File: src/rom_image_pkg.sv
package rom_image_pkg;

	//////////////////////////////////////////////////
	// Host download side

	typedef logic [7:0]  dl_index_t;
	typedef logic [24:0] dl_addr_t;

	// ext holds the last two characters of the file extension
	typedef struct packed {
		logic      active;
		logic      wr;
		dl_index_t index;
		dl_addr_t  addr;
		logic [7:0] data;
		logic [15:0] ext;
	} download_t;

	//////////////////////////////////////////////////
	// Boot memory side

	typedef logic [22:0]  boot_addr_t;
	typedef logic [8:0]   rom_page_t;
	typedef logic [255:0] rom_map_t;

	typedef struct packed {
		logic       wr;
		boot_addr_t addr;
		logic [1:0] bank;
		logic [7:0] data;
	} boot_write_t;

	typedef enum logic [1:0] {idle, pending, strobe} loader_state_t;

	// 16K pages, bit 8 selects the expansion half
	localparam rom_page_t PAGE_OS         = 9'h000;
	localparam rom_page_t PAGE_BASIC      = 9'h100;
	localparam rom_page_t PAGE_AMSDOS     = 9'h107;
	localparam rom_page_t PAGE_MF2        = 9'h0FF;
	localparam rom_page_t PAGE_BAD_EXT    = 9'h1EE;
	localparam rom_page_t PAGE_COMBO_NEXT = 9'h1FF;

	localparam int REF_DIV_BITS = 3;

endpackage

File: src/rom_loader.sv
module rom_loader (
	input  logic                       clk_sys,
	input  logic                       reset,
	input  rom_image_pkg::download_t   dl,
	output rom_image_pkg::boot_write_t boot,
	output logic                       download_wait,
	output rom_image_pkg::rom_map_t    rom_map
);

	// Returns {valid, value} for one ASCII hex digit
	function automatic logic [4:0] hex_digit(input logic [7:0] c);
		logic [4:0] r;
		r = 5'd0;
		if (c >= "0" && c <= "9") begin
			r = {1'b1, c[3:0]};
		end else if (c >= "A" && c <= "F") begin
			r = {1'b1, c[3:0] + 4'd9};
		end
		return r;
	endfunction

	logic [rom_image_pkg::REF_DIV_BITS-1:0] ref_div;
	logic                                   ce_ref;
	rom_image_pkg::loader_state_t           state;
	logic                                   active_q;
	rom_image_pkg::rom_page_t               page;
	logic                                   combo;

	logic                      boot_wr;
	rom_image_pkg::boot_addr_t boot_addr;
	logic [1:0]                boot_bank;
	logic [7:0]                boot_data;
	logic                      dup_bank;

	logic [10:0]              slice;
	logic                     slice_ok;
	rom_image_pkg::rom_page_t slice_page;
	logic [4:0]               ext_hi;
	logic [4:0]               ext_lo;
	rom_image_pkg::rom_page_t ext_page;
	logic                     ext_combo;

	logic accept;
	logic strobe_end;
	logic second_bank;
	logic done;

	//////////////////////////////////////////////////
	// Decoders

	assign slice = dl.addr[24:14];

	// Fixed system ROM slices of an index 0 download
	always_comb begin
		slice_ok = 1'b1;
		slice_page = rom_image_pkg::PAGE_OS;
		case (slice)
			11'd0, 11'd4: slice_page = rom_image_pkg::PAGE_OS;
			11'd1, 11'd5: slice_page = rom_image_pkg::PAGE_BASIC;
			11'd2, 11'd6: slice_page = rom_image_pkg::PAGE_AMSDOS;
			11'd3, 11'd7: slice_page = rom_image_pkg::PAGE_MF2;
			default:      slice_ok = 1'b0;
		endcase
	end

	// Expansion page from the extension characters
	always_comb begin
		ext_hi = hex_digit(dl.ext[15:8]);
		ext_lo = hex_digit(dl.ext[7:0]);
		ext_combo = 1'b0;
		if (dl.ext == "ZZ") begin
			ext_page = rom_image_pkg::PAGE_OS;
		end else if (dl.ext == "Z0") begin
			ext_page = rom_image_pkg::PAGE_OS;
			ext_combo = 1'b1;
		end else if (ext_hi[4] && ext_lo[4]) begin
			ext_page = {1'b1, ext_hi[3:0], ext_lo[3:0]};
		end else begin
			ext_page = rom_image_pkg::PAGE_BAD_EXT;
		end
	end

	assign accept = dl.active & dl.wr & ~download_wait & ((dl.index != '0) | slice_ok);
	assign strobe_end = ce_ref & (state == rom_image_pkg::strobe);
	assign second_bank = dup_bank & (boot_bank == 2'd0);
	assign done = strobe_end & ~second_bank;

	//////////////////////////////////////////////////
	// Write payload

	always_ff @(posedge clk_sys) begin
		if (accept) begin
			boot_data <= dl.data;
			boot_addr[13:0] <= dl.addr[13:0];
			dup_bank <= (dl.index[7:6] == 2'b01) || (dl.index[5:0] != 6'd0);
			if (dl.index != '0) begin
				boot_addr[22] <= page[8];
				boot_addr[21:14] <= page[7:0] + dl.addr[21:14];
				boot_bank <= {1'b0, &dl.index[7:6]};
			end else begin
				boot_addr[22:14] <= slice_page;
				boot_bank <= {1'b0, slice[2]};
			end
		end else if (strobe_end && second_bank) begin
			boot_bank <= 2'd1;
		end
	end

	//////////////////////////////////////////////////
	// Sequencer

	always_ff @(posedge clk_sys) begin
		if (reset) begin
			ref_div <= '0;
			ce_ref <= 1'b0;
			state <= rom_image_pkg::idle;
			download_wait <= 1'b0;
			boot_wr <= 1'b0;
			active_q <= 1'b0;
			page <= rom_image_pkg::PAGE_OS;
			combo <= 1'b0;
			rom_map <= '0;
		end else begin
			ref_div <= ref_div + 1'b1;
			ce_ref <= (ref_div == '0);
			active_q <= dl.active;

			case (state)
				rom_image_pkg::idle: begin
					if (accept) begin
						state <= rom_image_pkg::pending;
						download_wait <= 1'b1;
					end
				end
				rom_image_pkg::pending: begin
					if (ce_ref) begin
						boot_wr <= 1'b1;
						state <= rom_image_pkg::strobe;
					end
				end
				rom_image_pkg::strobe: begin
					if (ce_ref) begin
						boot_wr <= 1'b0;
						if (second_bank) begin
							state <= rom_image_pkg::pending;
						end else begin
							state <= rom_image_pkg::idle;
							download_wait <= 1'b0;
						end
					end
				end
				default: state <= rom_image_pkg::idle;
			endcase

			if (strobe_end && boot_addr[22]) begin
				rom_map[boot_addr[21:14]] <= 1'b1;
			end

			// Combo image continues in the next page after its first 16K
			if (done && combo && (&boot_addr[13:0])) begin
				combo <= 1'b0;
				page <= rom_image_pkg::PAGE_COMBO_NEXT;
			end

			if (dl.active && !active_q && (dl.index != '0)) begin
				page <= ext_page;
				combo <= ext_combo;
			end
		end
	end

	assign boot = '{wr: boot_wr, addr: boot_addr, bank: boot_bank, data: boot_data};

endmodule

File: config.mk
export PLATFORM = sky130hd
export DESIGN_NAME = rom_loader
export DESIGN_NICKNAME = d
export VERILOG_FILES = /design/src/rom_image_pkg.sv /design/src/rom_loader.sv
export SDC_FILE = /design/constraint.sdc
export NUM_CORES = 1
export LEC_CHECK = 0
export BUFFER_PORTS_ARGS = -buffer_cell sky130_fd_sc_hd__buf_2
export CAP_MARGIN = 10
export CORE_MARGIN = 2
export CORE_UTILIZATION = 40
export DETAILED_ROUTE_END_ITERATION = 10
export PLACE_DENSITY = 0.66
export SYNTH_ARGS = -nofsm -noshare
export SYNTH_HDL_FRONTEND = slang
export SYNTH_SLANG_ARGS = --single-unit
File: constraint.sdc
create_clock -name clk_sys -period 2.5 [get_ports clk_sys]
set_input_delay 0.25 -clock clk_sys [delete_from_list [all_inputs] [get_ports clk_sys]]
set_output_delay 0.25 -clock clk_sys [all_outputs]
set_load 0.03 [all_outputs]
Word-level counts from Yosys, hierarchy flattened
Cells that the tools add are included.

Divide/modulo/power cells: 0. Bitwise gates (word level): 10. Shift-type cells: 0. Mux-type cells: 33. Reduce and logical (&&, ||, !) cells: 33. $lt $le $gt $ge: 10. Equality and inequality tests: 16. Multipliers: 0. $add $sub $neg: 4.

Operator list (count): $or A256 B256 Y256 (1); $mux W9 (5); $eq A11 B3 Y1 const B (4); $eq A16 B15 Y1 const B (2); $pmux W9 S3 (1); $eq A11 B2 Y1 const B (2); $mux W5 (4); $ge A8 B6 Y1 const B (2); $ge A8 B7 Y1 const B (2); $le A8 B6 Y1 const B (2); $le A8 B7 Y1 const B (2); $reduce_and A14 Y1 (1); $mux W1 (13); $logic_and A1 B1 Y1 (12); $eq A11 B1 Y1 const B (1); $logic_not A11 Y1 (1); $mux W2 (5); $lt A8 B9 Y1 const B (1); $add A4 B4 Y4 const B (2); $add A8 B8 Y8 (1); $demux W1 S8 (1); $ge A8 B1 Y1 const B (1); $mux W8 (1); $ne A2 B2 Y1 const B (4); other kinds (20) (35).

Memories kept: 0. Logic and storage cells: 119. Bits in latches: 0. Bits in writable memories: 0. ROM bits: 0. Register bits after elaboration: 309.

Depth between registers and ports, before layout
Depth after elaboration: 9. Gate-level depth with buffers: 8. Mapped depth without buffers: 8.

Worst setup path after synthesis
OpenSTA, ideal clock, no wires.

Path kind: input port to flip-flop. From: input dl[50] in the netlist's numbering. To: register boot_bank[0], enable pin. Path slack: 298 ps. Library setup time: 246 ps. Arrival: 1956 ps. Cell stages on the path: 6. Path buffers: 2. Path through: or4_4 > buf_6 > or2_0 > buf_2 > o2111a_2 > nand2b_1.

Longest elaborated chain between the ends: 4.

Ends and longest elaborated chain: start: declaration (RTL line rom_loader.sv:4) `input rom_image_pkg::download_t dl,`; $reduce_bool A8 Y1 (RTL line rom_loader.sv:83) `assign accept = dl.active & dl.wr & ~download_wait & ((dl.index != '0) | slice_ok);`; $or A1 B1 Y1 (RTL line rom_loader.sv:83); $and A1 B1 Y1 (RTL line rom_loader.sv:83); via accept (RTL line rom_loader.sv:43) `logic accept;`; $reduce_bool A2 Y1 (no source line); end signal: assignment (RTL line rom_loader.sv:99) `boot_bank <= {1'b0, &dl.index[7:6]};`; end signal: assignment (RTL line rom_loader.sv:102) `boot_bank <= {1'b0, slice[2]};`; end: declaration (RTL line rom_loader.sv:31) `logic [1:0] boot_bank;`.

The timed path passes the listed nets, and every way through them passes these cells. A chain may end at the register's enable or synchronous reset.

Final worst setup path
From: input dl[53] in the netlist's numbering. To: register download_wait.

Longest elaborated chain between the ends: 5.

Ends and longest elaborated chain: $reduce_bool A8 Y1 (RTL line rom_loader.sv:83); $or A1 B1 Y1 (RTL line rom_loader.sv:83); $and A1 B1 Y1 (RTL line rom_loader.sv:83); via accept (RTL line rom_loader.sv:43); $ne A2 B2 Y1 (no source line); $reduce_and A4 Y1 (no source line); end signal: assignment (RTL line rom_loader.sv:117) `download_wait <= 1'b0;`; end signal: assignment (RTL line rom_loader.sv:132) `download_wait <= 1'b1;`; end signal: assignment (RTL line rom_loader.sv:148) `download_wait <= 1'b0;`; end: declaration (RTL line rom_loader.sv:6) `output logic download_wait,`.

The timed path passes the listed nets, and every way through them passes these cells.

==> flow_summary.toml <==
[critical_path]
cp_top_family = "simple AND/OR/NAND/NOR gates"
regToRegStartpoint = "page[0]"
crit_path_max_fanout = 19
cp_slowest_cell = "dlygate4sd3_1"
r2r_setup_slack_ps = 450
r2r_end = "boot_addr[20]"
end_kind = "flip-flop"
path_cells = "dlygate4sd3_1 > buf_2 > or4_1 > or2_0 > o2111a_2 > buf_4 > nand2_2 > a211oi_1"
rr_worst_depth = 8
worst-path-buf-inv = 3
cp.required_ps = 2940
path_class = "input port to flip-flop"
start_kind = "input port"
critPathMaxStageDelay_ps = 530
crit_arrival_ps = 2550

[synthesis]
synthCells = 1128
yosysTopAreaCell = "dfxtp_1"
synthesis.nets = 1209
synthArstFlopShare_pct = 0
syn_area_per_cell_sq_um = 9.38
ys_seq_area_share_pct = 61.4
syn-cell-area_sq_um = 10600
synth_edf_count = 33
synth-seq-cells = 308
synth_top_area_share_pct = 52.1
ys.warnings.count = 0
synthDistinctLibCells = 62
ys.flop_type = "dfxtp_1"
ys_top_cells_by_area = "dfxtp_1, a21oi_1, nor2_1, edfxtp_1, ha_1"

[die]
die_x_um = 167
dieArea_sq_um = 27800
core_sq_um = 26000
die_y_um = 167
design.portCount = 352
floorplan.initialDensity_pct = 40.7
rows = 59

[global_route]
grt_pass1_vias = 8929
antenna_found_initial = 0
grt_max_degree = 113
grt_use_total_pct = 23.0
grt_overflow = 0
grt_pass1_wl_um = 51100

[timing]
setup-tns-final_ps = 0
fin_skew_ps = 14.2
worst_pin_slew_ps = 771
hold_viol_final = 0
slew_headroom_pct = 48.6
rsz0062_at_grt = "no"
finalCritPeriodShare_pct = 84.4
final-setup-viol-count = 0
drv_slew = 0
fmax_ghz = 0.474
min_period_ps = 2110

[placed_design]
gp_congestion = 0.804
post-place-cells = 1789
io_buffers = 350
hpwl_um = 23100

[drt]
post_drt_via_cell_ratio = 5.06
vias = 9464
wirelength_um = 33300
postRouteAntennaNets = 0
drt-wirelength-per-cell_um = 17.8
drc_errors = 0
drt_iter0_drc = 756
drt_pass1_iterations = 6

[clock_network]
post_cts_resized = 0
clkTransAtPathRegs_ps = 60
ctsHoldBuffers = 25
clock-sinks = 308
post_cts_buffers = 0
htree_levels = 1
clock_path_buffers = 3
cts_buffers = 31
clock-root-buffer = "clkbuf_16"
clkLatencyLatePin_ps = 570
tritoncts = "yes"

[cells_and_area]
final_util_pct = 54.2
nNetsFinal = 1593
areaGrowthSynthToFinish_pct = 33.2
drive_gt1_share_pct = 30.6
n_antenna_cell = 0
stdcell_count = 1870

[power_and_ir_drop]
p_leak_uw = 0.00648
power_density_nw_per_um2 = 709
vdd_drop_max_uv = 534

[job]
maxCapViolCount = 0

[min_path]
min_from = "dl[56]"
hold_path.class = "input port to flip-flop"
hold-path-cell-count = 2
min_to = "dup_bank"

[status]
status = "finished, final reports clean"
## through the flow
stage	total power (uW)	hold slack, ps	worst slack (ps)	instance area, sq um
after floorplan	5540	349	298	10600
final	9980	42.5	391	14100
after global routing	10300	39.5	272	14100
after CTS	10100	18.8	409	14100
after detailed placement	5750	428	269	12900
after global placement	5740	428	332	12900
## where the power goes
group,leakage [uW],internal (uW),switching (uW)
sequential,0.00252,5060,51.3
clock,0.000470,2440,1860
combinational,0.00348,198,370
## area by class of cell
class	count	area, sq um
Timing Repair Buffer	418	2360
Clock buffer	49	895
Inverter	16	60.1
Fill cell	2387	11900
Multi-Input combinational cell	737	3810
Tap cell	335	419
Clock inverter	7	50.0
Sequential cell	308	6500
## metal layers
layer  global-route usage [%]  vias up  share of wire (%)
met3                     4.52       86                6.9
met5                        0        -                  0
met1                     30.0     4415                 43
met2                     37.3      363                 45
met4                     10.3        0                4.9
li1                         -     4600                  -
## cells in the mapped netlist (all sizes together), types with 5 or more instances
master	n
ha	19
nor2	302
a31oi	5
edfxtp	33
clkbuf	58
nand2	23
xor2	5
buf	9
nor3	13
nand4	7
nand2b	8
nand3	13
a21oi	262
inv	16
nor2b	8
o21ai	12
dfxtp	275
## kinds of logic (layout without fill, tap and decap cells)
group                      count (synthesis)  after routing  share of synthesized area (%)
other                                      1              1                         0.0355
and+or+nand+nor                          399            399                           16.4
buffers and inverters                     83            490                           3.16
AOI/OAI and AO/OA                        307            307                           15.7
adders and majority gates                 20             20                           2.44
xor gates and xnor gates                   9              9                          0.745
DFF                                      308            308                           61.4
muxes                                      1              1                         0.0947
## how the worst max path moves through the flow
| stage | from | endpoint | slack, ps | cells after the start |
|---|---|---|---|---|
| floorplan | dl[50] | boot_bank[0] | 300 | 6 |
| global placement | dl[50] | state[0] | 330 | 7 |
| detailed placement | dl[50] | download_wait | 270 | 7 |
| CTS | dl[53] | download_wait | 410 | 8 |
| global route | dl[53] | download_wait | 270 | 8 |
| finish | dl[53] | download_wait | 390 | 8 |
## state kept, by name, indices dropped and copies added (netlist names)
register / cells
boot_wr: 1
ref_div: 3
rom_map: 256
ce_ref: 1
boot_data: 8
boot_addr: 23
download_wait: 1
combo: 1
page: 9
boot_bank: 1
state: 2
dup_bank: 1
active_q: 1
## placed cells by master, fill, tap and decap left out, drive strengths merged, types with 3 or more instances in the layout
cell type / n
buf: 392
nor2: 302
dfxtp: 275
a21oi: 262
clkbuf: 50
edfxtp: 33
dlygate4sd3: 25
nand2: 23
ha: 19
inv: 17
nand3: 13
nor3: 13
o21ai: 12
nor2b: 8
nand2b: 8
nand4: 7
clkinv: 6
xor2: 5
a31oi: 5
xnor2: 4
nor3b: 4
or4: 4
o21bai: 3
or3b: 3
o211a: 3
Power figures use the tool's default switching activity.
