**src/cpc_bus_pkg.sv**
```systemverilog
package cpc_bus_pkg;

	//////////////////////////////////////////////////
	// Z80 bus

	typedef logic [15:0] cpu_addr_t;
	typedef logic [7:0]  cpu_data_t;

	// Bus levels seen by the expansion side
	// mem_rd and mem_wr are the memory requests
	typedef struct packed {
		cpu_addr_t addr;
		cpu_data_t dout;
		logic      m1;
		logic      rd;
		logic      wr;
		logic      iorq;
		logic      mem_rd;
		logic      mem_wr;
	} cpu_bus_t;

	//////////////////////////////////////////////////
	// Multiface Two

	typedef logic [12:0] mf2_addr_t;

	typedef struct packed {
		logic disabled;
		logic hidden_at_reset;
	} mf2_cfg_t;

	localparam cpu_addr_t   MF2_NMI_VECTOR = 16'h0066;
	localparam cpu_addr_t   MF2_RET_ADDR   = 16'h0065;
	// FEE8 and FEEA share the upper 14 bits
	localparam logic [13:0] MF2_PORT_BASE  = 14'h3FBA;

	// Port high bytes of the shadowed hardware
	localparam logic [7:0] GA_PORT_HI   = 8'h7F;
	localparam logic [7:0] CRTC_SEL_HI  = 8'hBC;
	localparam logic [7:0] CRTC_DATA_HI = 8'hBD;
	localparam logic [7:0] PPI_CTRL_HI  = 8'hF7;
	localparam logic [7:0] ROM_SEL_HI   = 8'hDF;

	// Shadow locations inside the 8K RAM
	localparam mf2_addr_t SHADOW_PEN_INDEX = 13'h1FCF;
	localparam mf2_addr_t SHADOW_BORDER    = 13'h1FDF;
	localparam mf2_addr_t SHADOW_PEN_BASE  = 13'h1F90;
	localparam mf2_addr_t SHADOW_MODE      = 13'h1FEF;
	localparam mf2_addr_t SHADOW_BANKING   = 13'h1FFF;
	localparam mf2_addr_t SHADOW_CRTC_SEL  = 13'h1CFF;
	localparam mf2_addr_t SHADOW_CRTC_BASE = 13'h1DB0;
	localparam mf2_addr_t SHADOW_PPI       = 13'h17FF;
	localparam mf2_addr_t SHADOW_ROM_SEL   = 13'h1AAC;

endpackage
```
**src/mf2_shadow_decode.sv**
```systemverilog
module mf2_shadow_decode (
	input  logic                   clk_sys,
	input  logic                   reset,
	input  cpc_bus_pkg::cpu_bus_t  bus,
	input  logic                   io_write_edge,
	output logic                   shadow_wr,
	output cpc_bus_pkg::mf2_addr_t shadow_addr
);

	logic [7:0] port_hi;
	logic [4:0] pen_index;
	logic [3:0] crtc_reg;

	assign port_hi = bus.addr[15:8];

	//////////////////////////////////////////////////
	// Port to shadow address

	always_comb begin
		shadow_addr = '0;
		case (port_hi)
			cpc_bus_pkg::GA_PORT_HI: begin
				// Gate array function in data bits 7..6
				case (bus.dout[7:6])
					2'b00: shadow_addr = cpc_bus_pkg::SHADOW_PEN_INDEX;
					2'b01: begin
						if (pen_index[4]) begin
							shadow_addr = cpc_bus_pkg::SHADOW_BORDER;
						end else begin
							shadow_addr = cpc_bus_pkg::SHADOW_PEN_BASE +
								cpc_bus_pkg::mf2_addr_t'(pen_index[3:0]);
						end
					end
					2'b10:   shadow_addr = cpc_bus_pkg::SHADOW_MODE;
					default: shadow_addr = cpc_bus_pkg::SHADOW_BANKING;
				endcase
			end
			cpc_bus_pkg::CRTC_SEL_HI: shadow_addr = cpc_bus_pkg::SHADOW_CRTC_SEL;
			cpc_bus_pkg::CRTC_DATA_HI: begin
				shadow_addr = cpc_bus_pkg::SHADOW_CRTC_BASE +
					cpc_bus_pkg::mf2_addr_t'(crtc_reg);
			end
			cpc_bus_pkg::PPI_CTRL_HI: shadow_addr = cpc_bus_pkg::SHADOW_PPI;
			cpc_bus_pkg::ROM_SEL_HI:  shadow_addr = cpc_bus_pkg::SHADOW_ROM_SEL;
			default:                  shadow_addr = '0;
		endcase
	end

	// Address 0 means the port is not shadowed
	assign shadow_wr = io_write_edge & (shadow_addr != '0);

	//////////////////////////////////////////////////
	// Pen and CRTC register tracking

	always_ff @(posedge clk_sys) begin
		if (reset) begin
			pen_index <= '0;
			crtc_reg <= '0;
		end else if (io_write_edge) begin
			if (port_hi == cpc_bus_pkg::GA_PORT_HI && bus.dout[7:6] == 2'b00) begin
				pen_index <= bus.dout[4:0];
			end
			if (port_hi == cpc_bus_pkg::CRTC_SEL_HI) begin
				crtc_reg <= bus.dout[3:0];
			end
		end
	end

endmodule

```
**config.mk**
```make
export PLATFORM = sky130hd
export DESIGN_NAME = mf2_shadow_decode
export DESIGN_NICKNAME = d
export VERILOG_FILES = /design/src/cpc_bus_pkg.sv /design/src/mf2_shadow_decode.sv
export SDC_FILE = /design/constraint.sdc
export NUM_CORES = 1
export LEC_CHECK = 0
export BUFFER_PORTS_ARGS = -buffer_cell sky130_fd_sc_hd__buf_2
export CAP_MARGIN = 20
export CORE_ASPECT_RATIO = 1.2
export CORE_MARGIN = 1.5
export CORE_UTILIZATION = 30
export DETAILED_ROUTE_END_ITERATION = 12
export PLACE_DENSITY = 0.7
export SETUP_SLACK_MARGIN = 0.05
export SLEW_MARGIN = 10
export SYNTH_ARGS = -nofsm -noshare
export SYNTH_HDL_FRONTEND = slang
export SYNTH_SLANG_ARGS = --single-unit
```
**constraint.sdc**
```tcl
create_clock -name clk_sys -period 1.5 [get_ports clk_sys]
set_input_delay 0 -clock clk_sys [delete_from_list [all_inputs] [get_ports clk_sys]]
set_output_delay 0 -clock clk_sys [all_outputs]
set_load 0.05 [all_outputs]
```
==> Yosys cells after proc, flatten, opt, wreduce, memory -nomap -nowiden <==
Index checks and enable logic that the tools add are counted.
{ "totals": {"register_bits": 9, "inputBits": 33, "out_inout_bits": 14, "elab_cells": 20} }
{ "classes": {"n_addsub": 2, "eq_ne": 7, "n_mux": 3, "bitwise": 1, "n_reduce_logical": 5} }
{ "ops": {"columns": ["operator", "n"], "rows": [
  ["13-bit one-hot mux with 5 select lines", 1],
  ["13-bit one-hot mux with 3 select lines", 1],
  ["8-bit == test (second input constant)", 4],
  ["13-bit two-way mux", 1],
  ["13-bit nonzero test", 1],
  ["11-bit by 5-bit adder with 12-bit output (first input constant)", 1],
  ["8-bit by 5-bit adder with 9-bit output (first input constant)", 1],
  ["8-bit by 7-bit == test with 1-bit output (second input constant)", 1],
  ["2-bit AND reduction", 2],
  ["2-bit by 1-bit == test with 1-bit output (second input constant)", 1],
  ["2-bit == test (second input constant)", 1],
  ["2-bit zero test", 1],
  ["1-bit bitwise AND", 1],
  ["1-bit logical AND", 1]
]} }

==> Longest topological paths before layout <==
Gate-level depths: netlist (run 1).
{ "depth": {"ltp_word": 6, "mapped_depth": 5, "ltp_nobuf": 3} }

==> Worst setup path after synthesis (run 1) <==
Ideal clock, no wire load.
{ "synth_timing": {"path_type": "input-to-output", "startpoint": "input bus[27] (netlist name)", "endpoint": "output shadow_addr[6]", "arrival_ps": 1876, "t_required_ps": 1500, "setup_slack_ps": -376, "cell_stages": 5, "n_path_buf": 2, "cell_sequence": "buf_2 nand3_1 or3_1 buf_2 o21ai_0"} }
{ "synth_via": {"elab_chain_cells": 2, "word_cells_on_any_way": 6, "classes_between": "eq/ne (5); mux (1)"} }
{ "synth_lines": {"columns": ["element", "line", "source"], "rows": [
  ["start, declared", "mf2_shadow_decode.sv:4", "input cpc_bus_pkg::cpu_bus_t bus,"],
  ["8-bit == test or 8-bit by 7-bit == test with 1-bit output (tied branches)", "mf2_shadow_decode.sv:21", "case (port_hi)"],
  ["13-bit one-hot mux with 5 select lines (*)", "mf2_shadow_decode.sv:21", null],
  ["end, declared", "mf2_shadow_decode.sv:7", "output cpc_bus_pkg::mf2_addr_t shadow_addr"]
]} }
Mark *: on every way between the ends. The rest lies on a longest branch, timed or not.

==> Worst setup path in the final report (run 1) <==
{ "layout_timing": {"startpoint": "register pen_index[4]", "endpoint": "output shadow_addr[0]"} }
{ "layout_via": {"elab_chain_cells": 3} }
{ "layout_lines": {"columns": ["element", "line", "source"], "rows": [
  ["start, declared", "mf2_shadow_decode.sv:11", "logic [4:0] pen_index;"],
  ["start signal, assigned", "mf2_shadow_decode.sv:61", "pen_index <= bus.dout[4:0];"],
  ["13-bit two-way mux", "mf2_shadow_decode.sv:27", "if (pen_index[4]) begin"],
  ["13-bit one-hot mux with 3 select lines", "mf2_shadow_decode.sv:24", "case (bus.dout[7:6])"],
  ["13-bit one-hot mux with 5 select lines", "mf2_shadow_decode.sv:21", null]
]} }
Every way passes these cells.

==> results.sh, run 1 <==
export IMPL_cts_htree_levels=1
export IMPL_cts_setup_buffers=0
export IMPL_p_leak_nw=0.437
export IMPL_place_hpwl_um=1560
export IMPL_fin_setup_tns_ns=0
export IMPL_synth_edf_count=0
export IMPL_tightest_slew_ns=0.524
export IMPL_multi_input_area_um2=593
export IMPL_dp_cells=150
export IMPL_pin_count=47
export IMPL_die_area_um2=2850
export IMPL_wl_per_cell_um=12.7
export IMPL_instances_no_fill=154
export IMPL_netlist_area_um2=761
export IMPL_drive_gt1_share_pct=43.1
export IMPL_synthArstFlopShare_pct=0
export IMPL_synth_cells=92
export IMPL_internal_power_mw=0.394
export IMPL_drv_slew=0
export IMPL_synth_main_ff_cell="dfxtp_1"
export IMPL_yosysTopAreaCell="dfxtp_1"
export IMPL_first_pass_iters=4
export IMPL_grt_antenna_before_repair=0
export IMPL_pwr_share_comb_pct=24.1
export IMPL_overflow=0
export IMPL_largest_reg_flops=5
export IMPL_cp_depth=4
export IMPL_worst_path_max_delay_cell="or3b_4"
export IMPL_critPathBufInv=1
export IMPL_finalCritPeriodShare_pct=94.3
export IMPL_syn_to_final_growth_pct=37.0
export IMPL_drt_total_wl_um=1960
export IMPL_cts_made_buffers=3
export IMPL_root_buffer="clkbuf_4"
export IMPL_min_period_ns=1.41
export IMPL_num_rows=19
export IMPL_n_antenna_cell=0
export IMPL_synthTopCellsByCount="nand2b_1 (14), dfxtp_1 (9), mux2i_1 (9)"
export IMPL_fin_worst_skew_ns=0
export IMPL_drc=0
export IMPL_total_power_mw=0.557
export IMPL_tritoncts="done"
export IMPL_rsz0062_at_grt="true"
export IMPL_avgViaCountPerCell=5.31
export IMPL_antenna_left=0
export IMPL_reg2regPathDepth=2
export IMPL_final_nets=157
export IMPL_cts_buffer_depth=2
export IMPL_max_freq_mhz=707
export IMPL_hold_viol=0
export IMPL_vias=817
export IMPL_p_sw_mw=0.164
export IMPL_crit_path_max_incr_delay_ns=0.42
export IMPL_dp_slack_ns=0.205
export IMPL_slew_headroom_pct=64.9
export IMPL_seq_area_um2=181
export IMPL_place_congestion=0.772
export IMPL_holdPathStages=3
export IMPL_holdBufCountCts=0
export IMPL_path_class="register to primary output"
export IMPL_end_kind="primary output"
export IMPL_cp_start_kind="register"
export IMPL_synth_top_cell_area_share_pct=23.7
export IMPL_crit_arrival_ns=1.41
export IMPL_clk_latency_ns=0.25
export IMPL_fillers=238
export IMPL_grt_pass1_wl_um=3240
export IMPL_power_frac_seq_pct=42.9
export IMPL_cp_max_fo=5
export IMPL_path_clk_slew_ns=0.06
export IMPL_synthDistinctLibCells=32
export IMPL_post_synth_top_count_cell="nand2b_1"
export IMPL_avgSynthCellArea_um2=8.27
export IMPL_cts_sinks=9
export IMPL_syn_num_nets=125
export IMPL_ys_ff_latch=9
export IMPL_yosysWarnings=0
export IMPL_vdd_drop_max_v=0.000250
export IMPL_clkPwrFrac_pct=32.9
export IMPL_setup_violations=0
export IMPL_drt_initial_drc_count=31
export IMPL_io_buffers=31
export IMPL_maxCapViolations=0
export IMPL_grt_usage_pct=14.4
export IMPL_path_cells="or3b_4, nor2_2, o221ai_1, buf_4"
export IMPL_cp_top_family="simple AND/OR/NAND/NOR gates"
export IMPL_grt_max_degree=15
export IMPL_die_h_um=58.2
export IMPL_fin_ws_ns=0.0858
export IMPL_die_w_um=49.0
export IMPL_ys_seq_area_share_pct=23.7
export IMPL_core_area_um2=2350
export IMPL_power_density_nw_per_um2=535
export IMPL_rrSetupSlack_ns=0.87
export IMPL_first_global_vias=753
export IMPL_hold_class="input port to register"
export IMPL_start_util_pct=32.3
export IMPL_status="finished, final reports clean"
export IMPL_worstPathRequired_ns=1.50
export IMPL_ys_top_cells_by_area="dfxtp_1 (24%), mux2i_1 (12%), nand2b_1 (12%), nand3_1 (3.9%), a21oi_1 (3.3%)"
export IMPL_netSwitchingFraction_pct=29.4
-- worst register-to-register path, cell delays in order, from the launching register on --
cell      delay, ns
dfxtp_1        0.35
nand2b_1       0.06
mux2i_1        0.14
-- worst paths after layout --
path	to	from
hold / removal	pen_index[4]	bus[10]
setup reg to reg	pen_index[1]	pen_index[1]
setup / recovery	shadow_addr[0]	pen_index[4]
hold reg to reg	pen_index[4]	pen_index[4]
-- cells by family after synthesis --
| kind of cell | count (synthesis) | share of synthesized area (%) |
|---|---|---|
| and+or+nand+nor | 45 | 41.1 |
| buffers and inverters | 10 | 6.08 |
| xor gates and xnor gates | 2 | 2.30 |
| DFF | 9 | 23.7 |
| AOI/OAI and AO/OA | 17 | 15.0 |
| muxes | 9 | 11.8 |
-- final cells by class --
type | count | area share, %
clock buffer | 4 | 2.52
inverter | 4 | 1.44
multi-input combinational | 73 | 56.9
sequential | 9 | 17.4
tap | 31 | 3.72
timing repair buffer | 33 | 18.0
-- power groups by stage --
stage                     clock (mW)  combinational (mW)  sequential (mW)
after global routing           0.201               0.146            0.239
after global placement             0               0.124            0.245
final                          0.184               0.135            0.239
after CTS                      0.191               0.131            0.239
after floorplan                    0              0.0790            0.245
after detailed placement           0               0.129            0.245
-- what timing repair did --
item | 4_1_cts | 5_1_grt
setup endpoints to repair | 4 | 4
resized for setup | 3 | 13
pin swaps | 0 | 1
-- per-stage QoR --
| step | instance area, µm² | util, % | hold slack [ns] |
|---|---|---|---|
| after floorplan | 805 | - | 0.155 |
| after global placement | 972 | 41.3 | 0.264 |
| after detailed placement | 972 | 41.3 | 0.291 |
| after CTS | 1010 | 42.7 | 0.0186 |
| after global routing | 1040 | 44.3 | 0.0285 |
| final | 1040 | 44.3 | 0.00891 |
-- per-layer routing --
layer | share of wire, % | GRT usage (%) | wire, µm
met1 | 46 | 18.9 | 905
met2 | 46 | 22.9 | 892
met3 | 7.4 | 2.84 | 145
met4 | 0.61 | 6.12 | 12
met5 | 0 | 0 | 0
-- cell usage in the layout, fill, tap and decap left out, drive strengths merged --
cell / count
nand4: 4
clkbuf: 4
nand2: 2
and4b: 1
dfxtp: 9
and4: 1
nor3b: 2
nand4bb: 1
o2111ai: 2
a211o: 1
o32a: 1
inv: 4
nor4b: 2
or3: 3
nand2b: 14
o21ai: 4
o221ai: 2
buf: 33
mux2i: 9
xnor2: 2
nand3: 6
or2: 1
or3b: 2
a21oi: 5
o31ai: 1
nor2: 6
o211ai: 1
No activity file was read; power rests on OpenSTA's default activity.
==> run 2, diff against run 1 <==
--- a/config.mk
+++ b/config.mk
@@ -11,7 +11,7 @@
 export CORE_MARGIN = 1.5
 export CORE_UTILIZATION = 30
 export DETAILED_ROUTE_END_ITERATION = 12
-export PLACE_DENSITY = 0.7
+export PLACE_DENSITY = 0.73
 export SETUP_SLACK_MARGIN = 0.05
 export SLEW_MARGIN = 10
 export SYNTH_ARGS = -nofsm -noshare
==> constraint.sdc (replaced) <==
create_clock -name clk_sys -period 1.23 [get_ports clk_sys]
set_input_delay 0 -clock clk_sys [delete_from_list [all_inputs] [get_ports clk_sys]]
set_output_delay 0 -clock clk_sys [all_outputs]
set_load 0.05 [all_outputs]
==> results.sh, run 2 (synthesized netlist as in run 1, its figures left out) <==
export IMPL_start_util_pct=32.3
export IMPL_path_class="register to primary output"
export IMPL_setup_violations=5
export IMPL_io_buffers=31
export IMPL_largest_reg_flops=5
export IMPL_cts_made_buffers=3
export IMPL_root_buffer="clkbuf_4"
export IMPL_crit_path_max_incr_delay_ns=0.43
export IMPL_reg2regPathDepth=2
export IMPL_worst_path_max_delay_cell="or3b_4"
export IMPL_n_antenna_cell=0
export IMPL_grt_antenna_before_repair=0
export IMPL_antenna_left=0
export IMPL_place_area_um2=1100
export IMPL_cp_depth=4
export IMPL_finalCritPeriodShare_pct=119
export IMPL_cp_start_kind="register"
export IMPL_max_freq_mhz=682
export IMPL_tritoncts="done"
export IMPL_end_kind="primary output"
export IMPL_drt_initial_drc_count=7
export IMPL_r2r_end="crtc_reg[1]"
export IMPL_place_congestion=0.814
export IMPL_final_cell_mix="buf_4 (21), nand2b_1 (14), buf_2 (14)"
export IMPL_violations="negative setup slack"
export IMPL_core_area_um2=2350
export IMPL_cp_top_family="simple AND/OR/NAND/NOR gates"
export IMPL_fin_setup_tns_ns=-0.933
export IMPL_crit_arrival_ns=1.47
export IMPL_rsz0062_at_grt="true"
export IMPL_place_hpwl_um=1720
export IMPL_holdBufCountCts=0
export IMPL_slew_headroom_pct=67.4
export IMPL_cts_sinks=9
export IMPL_pin_count=47
export IMPL_hold_class="input port to register"
export IMPL_tightest_slew_ns=0.486
export IMPL_first_pass_iters=4
export IMPL_drv_slew=0
export IMPL_cp_endpoint="shadow_addr[2]"
export IMPL_drt_total_wl_um=2220
export IMPL_rrSetupSlack_ns=0.59
export IMPL_maxCapViolations=0
export IMPL_p_leak_nw=0.525
export IMPL_worstPathRequired_ns=1.23
export IMPL_min_period_ns=1.47
export IMPL_clk_latency_ns=0.26
export IMPL_r2r_start="crtc_reg[1]"
export IMPL_min_delay_start="bus[10]"
export IMPL_hold_viol=0
export IMPL_cts_htree_levels=1
export IMPL_path_clk_slew_ns=0.06
export IMPL_num_rows=19
export IMPL_cp_max_fo=5
export IMPL_avgViaCountPerCell=5.19
export IMPL_power_density_nw_per_um2=588
export IMPL_drive_gt1_share_pct=52.2
export IMPL_die_w_um=49.0
export IMPL_drc=0
export IMPL_cts_buffer_depth=2
export IMPL_final_area_um2=1240
export IMPL_post_route_util_pct=52.9
export IMPL_first_global_vias=843
export IMPL_final_nets=170
export IMPL_fin_worst_skew_ns=0
export IMPL_layout_commonest_cell="buf_4"
export IMPL_critPathBufInv=1
export IMPL_grt_usage_pct=16.7
export IMPL_grt_pass1_wl_um=3740
export IMPL_status="complete, but fails checks"
export IMPL_fin_ws_ns=-0.236
export IMPL_die_area_um2=2850
export IMPL_vdd_drop_max_v=0.000348
export IMPL_startpoint="pen_index[4]"
export IMPL_grt_max_degree=15
export IMPL_vias=866
export IMPL_overflow=0
export IMPL_syn_to_final_growth_pct=63.7
export IMPL_path_cells="or3b_4, nor2_2, o2111ai_2, buf_6"
export IMPL_die_h_um=58.2
export IMPL_wl_per_cell_um=13.3
[run 2: final cells by class]
type	instances	area [µm²]
Timing Repair Buffer	46	348
Fill cell	215	1110
Clock buffer	4	26.3
Multi-Input combinational cell	73	637
Tap cell	31	38.8
Sequential cell	9	180
Inverter	4	15.0
[run 2: tightest hold or removal path, delay by kind of cell]
family	cells	cell delay [ns]
buf+inv	1	0.09
simple gates	1	0.05
mux	1	0.06
[run 2: how the worst min path moves through the flow]
stage                         endpoint  depth (start not counted)  slack [ns]
after floorplan           pen_index[4]                          2        0.16
after global placement    pen_index[4]                          3        0.27
after detailed placement  pen_index[4]                          3        0.28
after CTS                 pen_index[4]                          3       0.002
after global routing      pen_index[4]                          3        0.01
final                     pen_index[4]                          3       0.002
[run 2: what timing repair did]
action	in CTS	in global routing
pin swaps	1	4
setup endpoints to repair	12	13
setup buffers	0	1
gates resized for setup	25	17
[run 2: stage by stage]
stage                     power, mW  setup slack (ns)  hold WS [ns]  cells
after floorplan               0.402            -0.252         0.155     92
after global placement        0.480            -0.172         0.266    162
after detailed placement      0.486            -0.217         0.276    162
after CTS                     0.725            -0.201       0.00174    166
after global routing          0.772            -0.291        0.0147    167
final                         0.732            -0.236       0.00154    167
[run 2: power by group]
part           switching (mW)  internal [mW]  total [mW]
clock                   0.102          0.125       0.227
combinational           0.111          0.102       0.213
sequential           0.000140          0.292       0.292
total                   0.214          0.518       0.732
[run 2: per-layer routing]
metal	up-vias	GRT usage [%]	share of wire [%]
li1	430	-	-
met1	397	20.0	42
met2	37	30.7	52
met3	2	2.58	5.4
met4	0	4.90	0.95
met5	-	0	0
==> run 3, diff against run 2 <==
--- a/config.mk
+++ b/config.mk
@@ -12,6 +12,7 @@
 export CORE_UTILIZATION = 30
 export DETAILED_ROUTE_END_ITERATION = 12
 export PLACE_DENSITY = 0.73
+export REMOVE_ABC_BUFFERS = 1
 export SETUP_SLACK_MARGIN = 0.05
 export SLEW_MARGIN = 10
 export SYNTH_ARGS = -nofsm -noshare
==> results.sh, run 3 (synthesized netlist as in run 1, its figures left out) <==
export IMPL_final_area_um2=1170
export IMPL_drv_slew=0
export IMPL_vias=869
export IMPL_die_w_um=49.0
export IMPL_clk_latency_ns=0.25
export IMPL_path_class="register to primary output"
export IMPL_fin_ws_ns=-0.230
export IMPL_setup_violations=5
export IMPL_tightest_slew_ns=0.579
export IMPL_final_cell_mix="buf_4 (26), buf_2 (15), nand2b_1 (14)"
export IMPL_dp_slack_ns=-0.0885
export IMPL_place_hpwl_um=1730
export IMPL_antenna_left=0
export IMPL_tritoncts="done"
export IMPL_cts_made_buffers=3
export IMPL_worstPathRequired_ns=1.23
export IMPL_cts_sinks=9
export IMPL_grt_max_degree=15
export IMPL_die_h_um=58.2
export IMPL_cts_htree_levels=1
export IMPL_drt_initial_drc_count=15
export IMPL_vdd_drop_max_v=0.000470
export IMPL_first_pass_iters=4
export IMPL_finalCritPeriodShare_pct=119
export IMPL_end_kind="primary output"
export IMPL_drc=0
export IMPL_p_leak_nw=0.500
export IMPL_path_clk_slew_ns=0.05
export IMPL_syn_to_final_growth_pct=53.8
export IMPL_root_buffer="clkbuf_4"
export IMPL_place_congestion=0.921
export IMPL_cp_start_kind="register"
export IMPL_io_buffers=31
export IMPL_n_antenna_cell=0
export IMPL_cts_buffer_depth=2
export IMPL_min_period_ns=1.46
export IMPL_largest_reg_flops=5
export IMPL_status="complete, but fails checks"
export IMPL_violations="negative setup slack"
export IMPL_maxCapViolations=0
export IMPL_core_area_um2=2350
export IMPL_holdBufCountCts=0
export IMPL_drive_gt1_share_pct=47.8
export IMPL_layout_commonest_cell="buf_4"
export IMPL_grt_antenna_before_repair=0
export IMPL_place_area_um2=1030
export IMPL_avgViaCountPerCell=5.20
export IMPL_wl_per_cell_um=13.4
export IMPL_hold_class="input port to register"
export IMPL_post_route_util_pct=49.7
export IMPL_grt_usage_pct=15.0
export IMPL_power_density_nw_per_um2=605
export IMPL_rsz0062_at_grt="true"
export IMPL_fin_worst_skew_ns=0
export IMPL_start_util_pct=32.3
export IMPL_grt_pass1_wl_um=3400
export IMPL_instances_no_fill=167
export IMPL_num_rows=19
export IMPL_hold_ws_ns=0.0157
export IMPL_final_nets=170
export IMPL_pin_count=47
export IMPL_overflow=0
export IMPL_crit_arrival_ns=1.46
export IMPL_cp_max_fo=5
export IMPL_max_freq_mhz=685
export IMPL_die_area_um2=2850
export IMPL_dp_cells=162
export IMPL_slew_headroom_pct=61.0
export IMPL_drt_total_wl_um=2230
export IMPL_hold_viol=0
export IMPL_first_global_vias=844
-- run 3: layout make-up --
cell class	count	area, µm²
Clock buffer	4	26.3
Tap cell	31	38.8
Multi-Input combinational cell	73	582
Sequential cell	9	181
Inverter	4	15.0
Fill cell	228	1180
Timing Repair Buffer	46	327
-- run 3: path summary, 6_finish.rpt --
kind	endpoint	slack (ns)	depth (start not counted)	startpoint
worst max-delay path	shadow_addr[2]	-0.23	4	pen_index[4]
worst min-delay path	pen_index[4]	0.02	3	bus[10]
worst max register to register	pen_index[2]	0.62	2	pen_index[2]
worst min register to register	crtc_reg[1]	0.48	2	crtc_reg[1]
-- run 3: power breakdown --
| part | internal (mW) | switching, mW | total, mW |
|---|---|---|---|
| Clock | 0.124 | 0.0925 | 0.217 |
| Combinational | 0.0933 | 0.106 | 0.199 |
| Sequential | 0.292 | 0.000125 | 0.292 |
-- run 3: timing repair --
action | 4_1_cts | 5_1_grt
setup endpoints to repair | 10 | 11
resized for setup | 19 | 18
pin swaps | 3 | 7
buffers inserted | 0 | 1
-- run 3: metrics by stage --
stage	TNS, ns	power (mW)
5_1_grt	-1.26	0.747
3_3_place_gp	-0.343	0.469
4_1_cts	-0.977	0.699
2_1_floorplan	-3.11	0.372
3_5_place_dp	-0.416	0.474
6_report	-0.965	0.708
-- run 3: critical path, stage by stage, from the launching register on --
cell	delay (ns)
dfxtp_2	0.32
or3b_4	0.40
nor2_1	0.12
o2111ai_1	0.13
buf_4	0.24
-- run 3: per-layer routing --
| metal | track usage, % | routed length [µm] |
|---|---|---|
| met1 | 15.7 | 874 |
| met2 | 30.5 | 1240 |
| met3 | 2.06 | 104 |
| met4 | 4.90 | 16 |
| met5 | 0 | 0 |
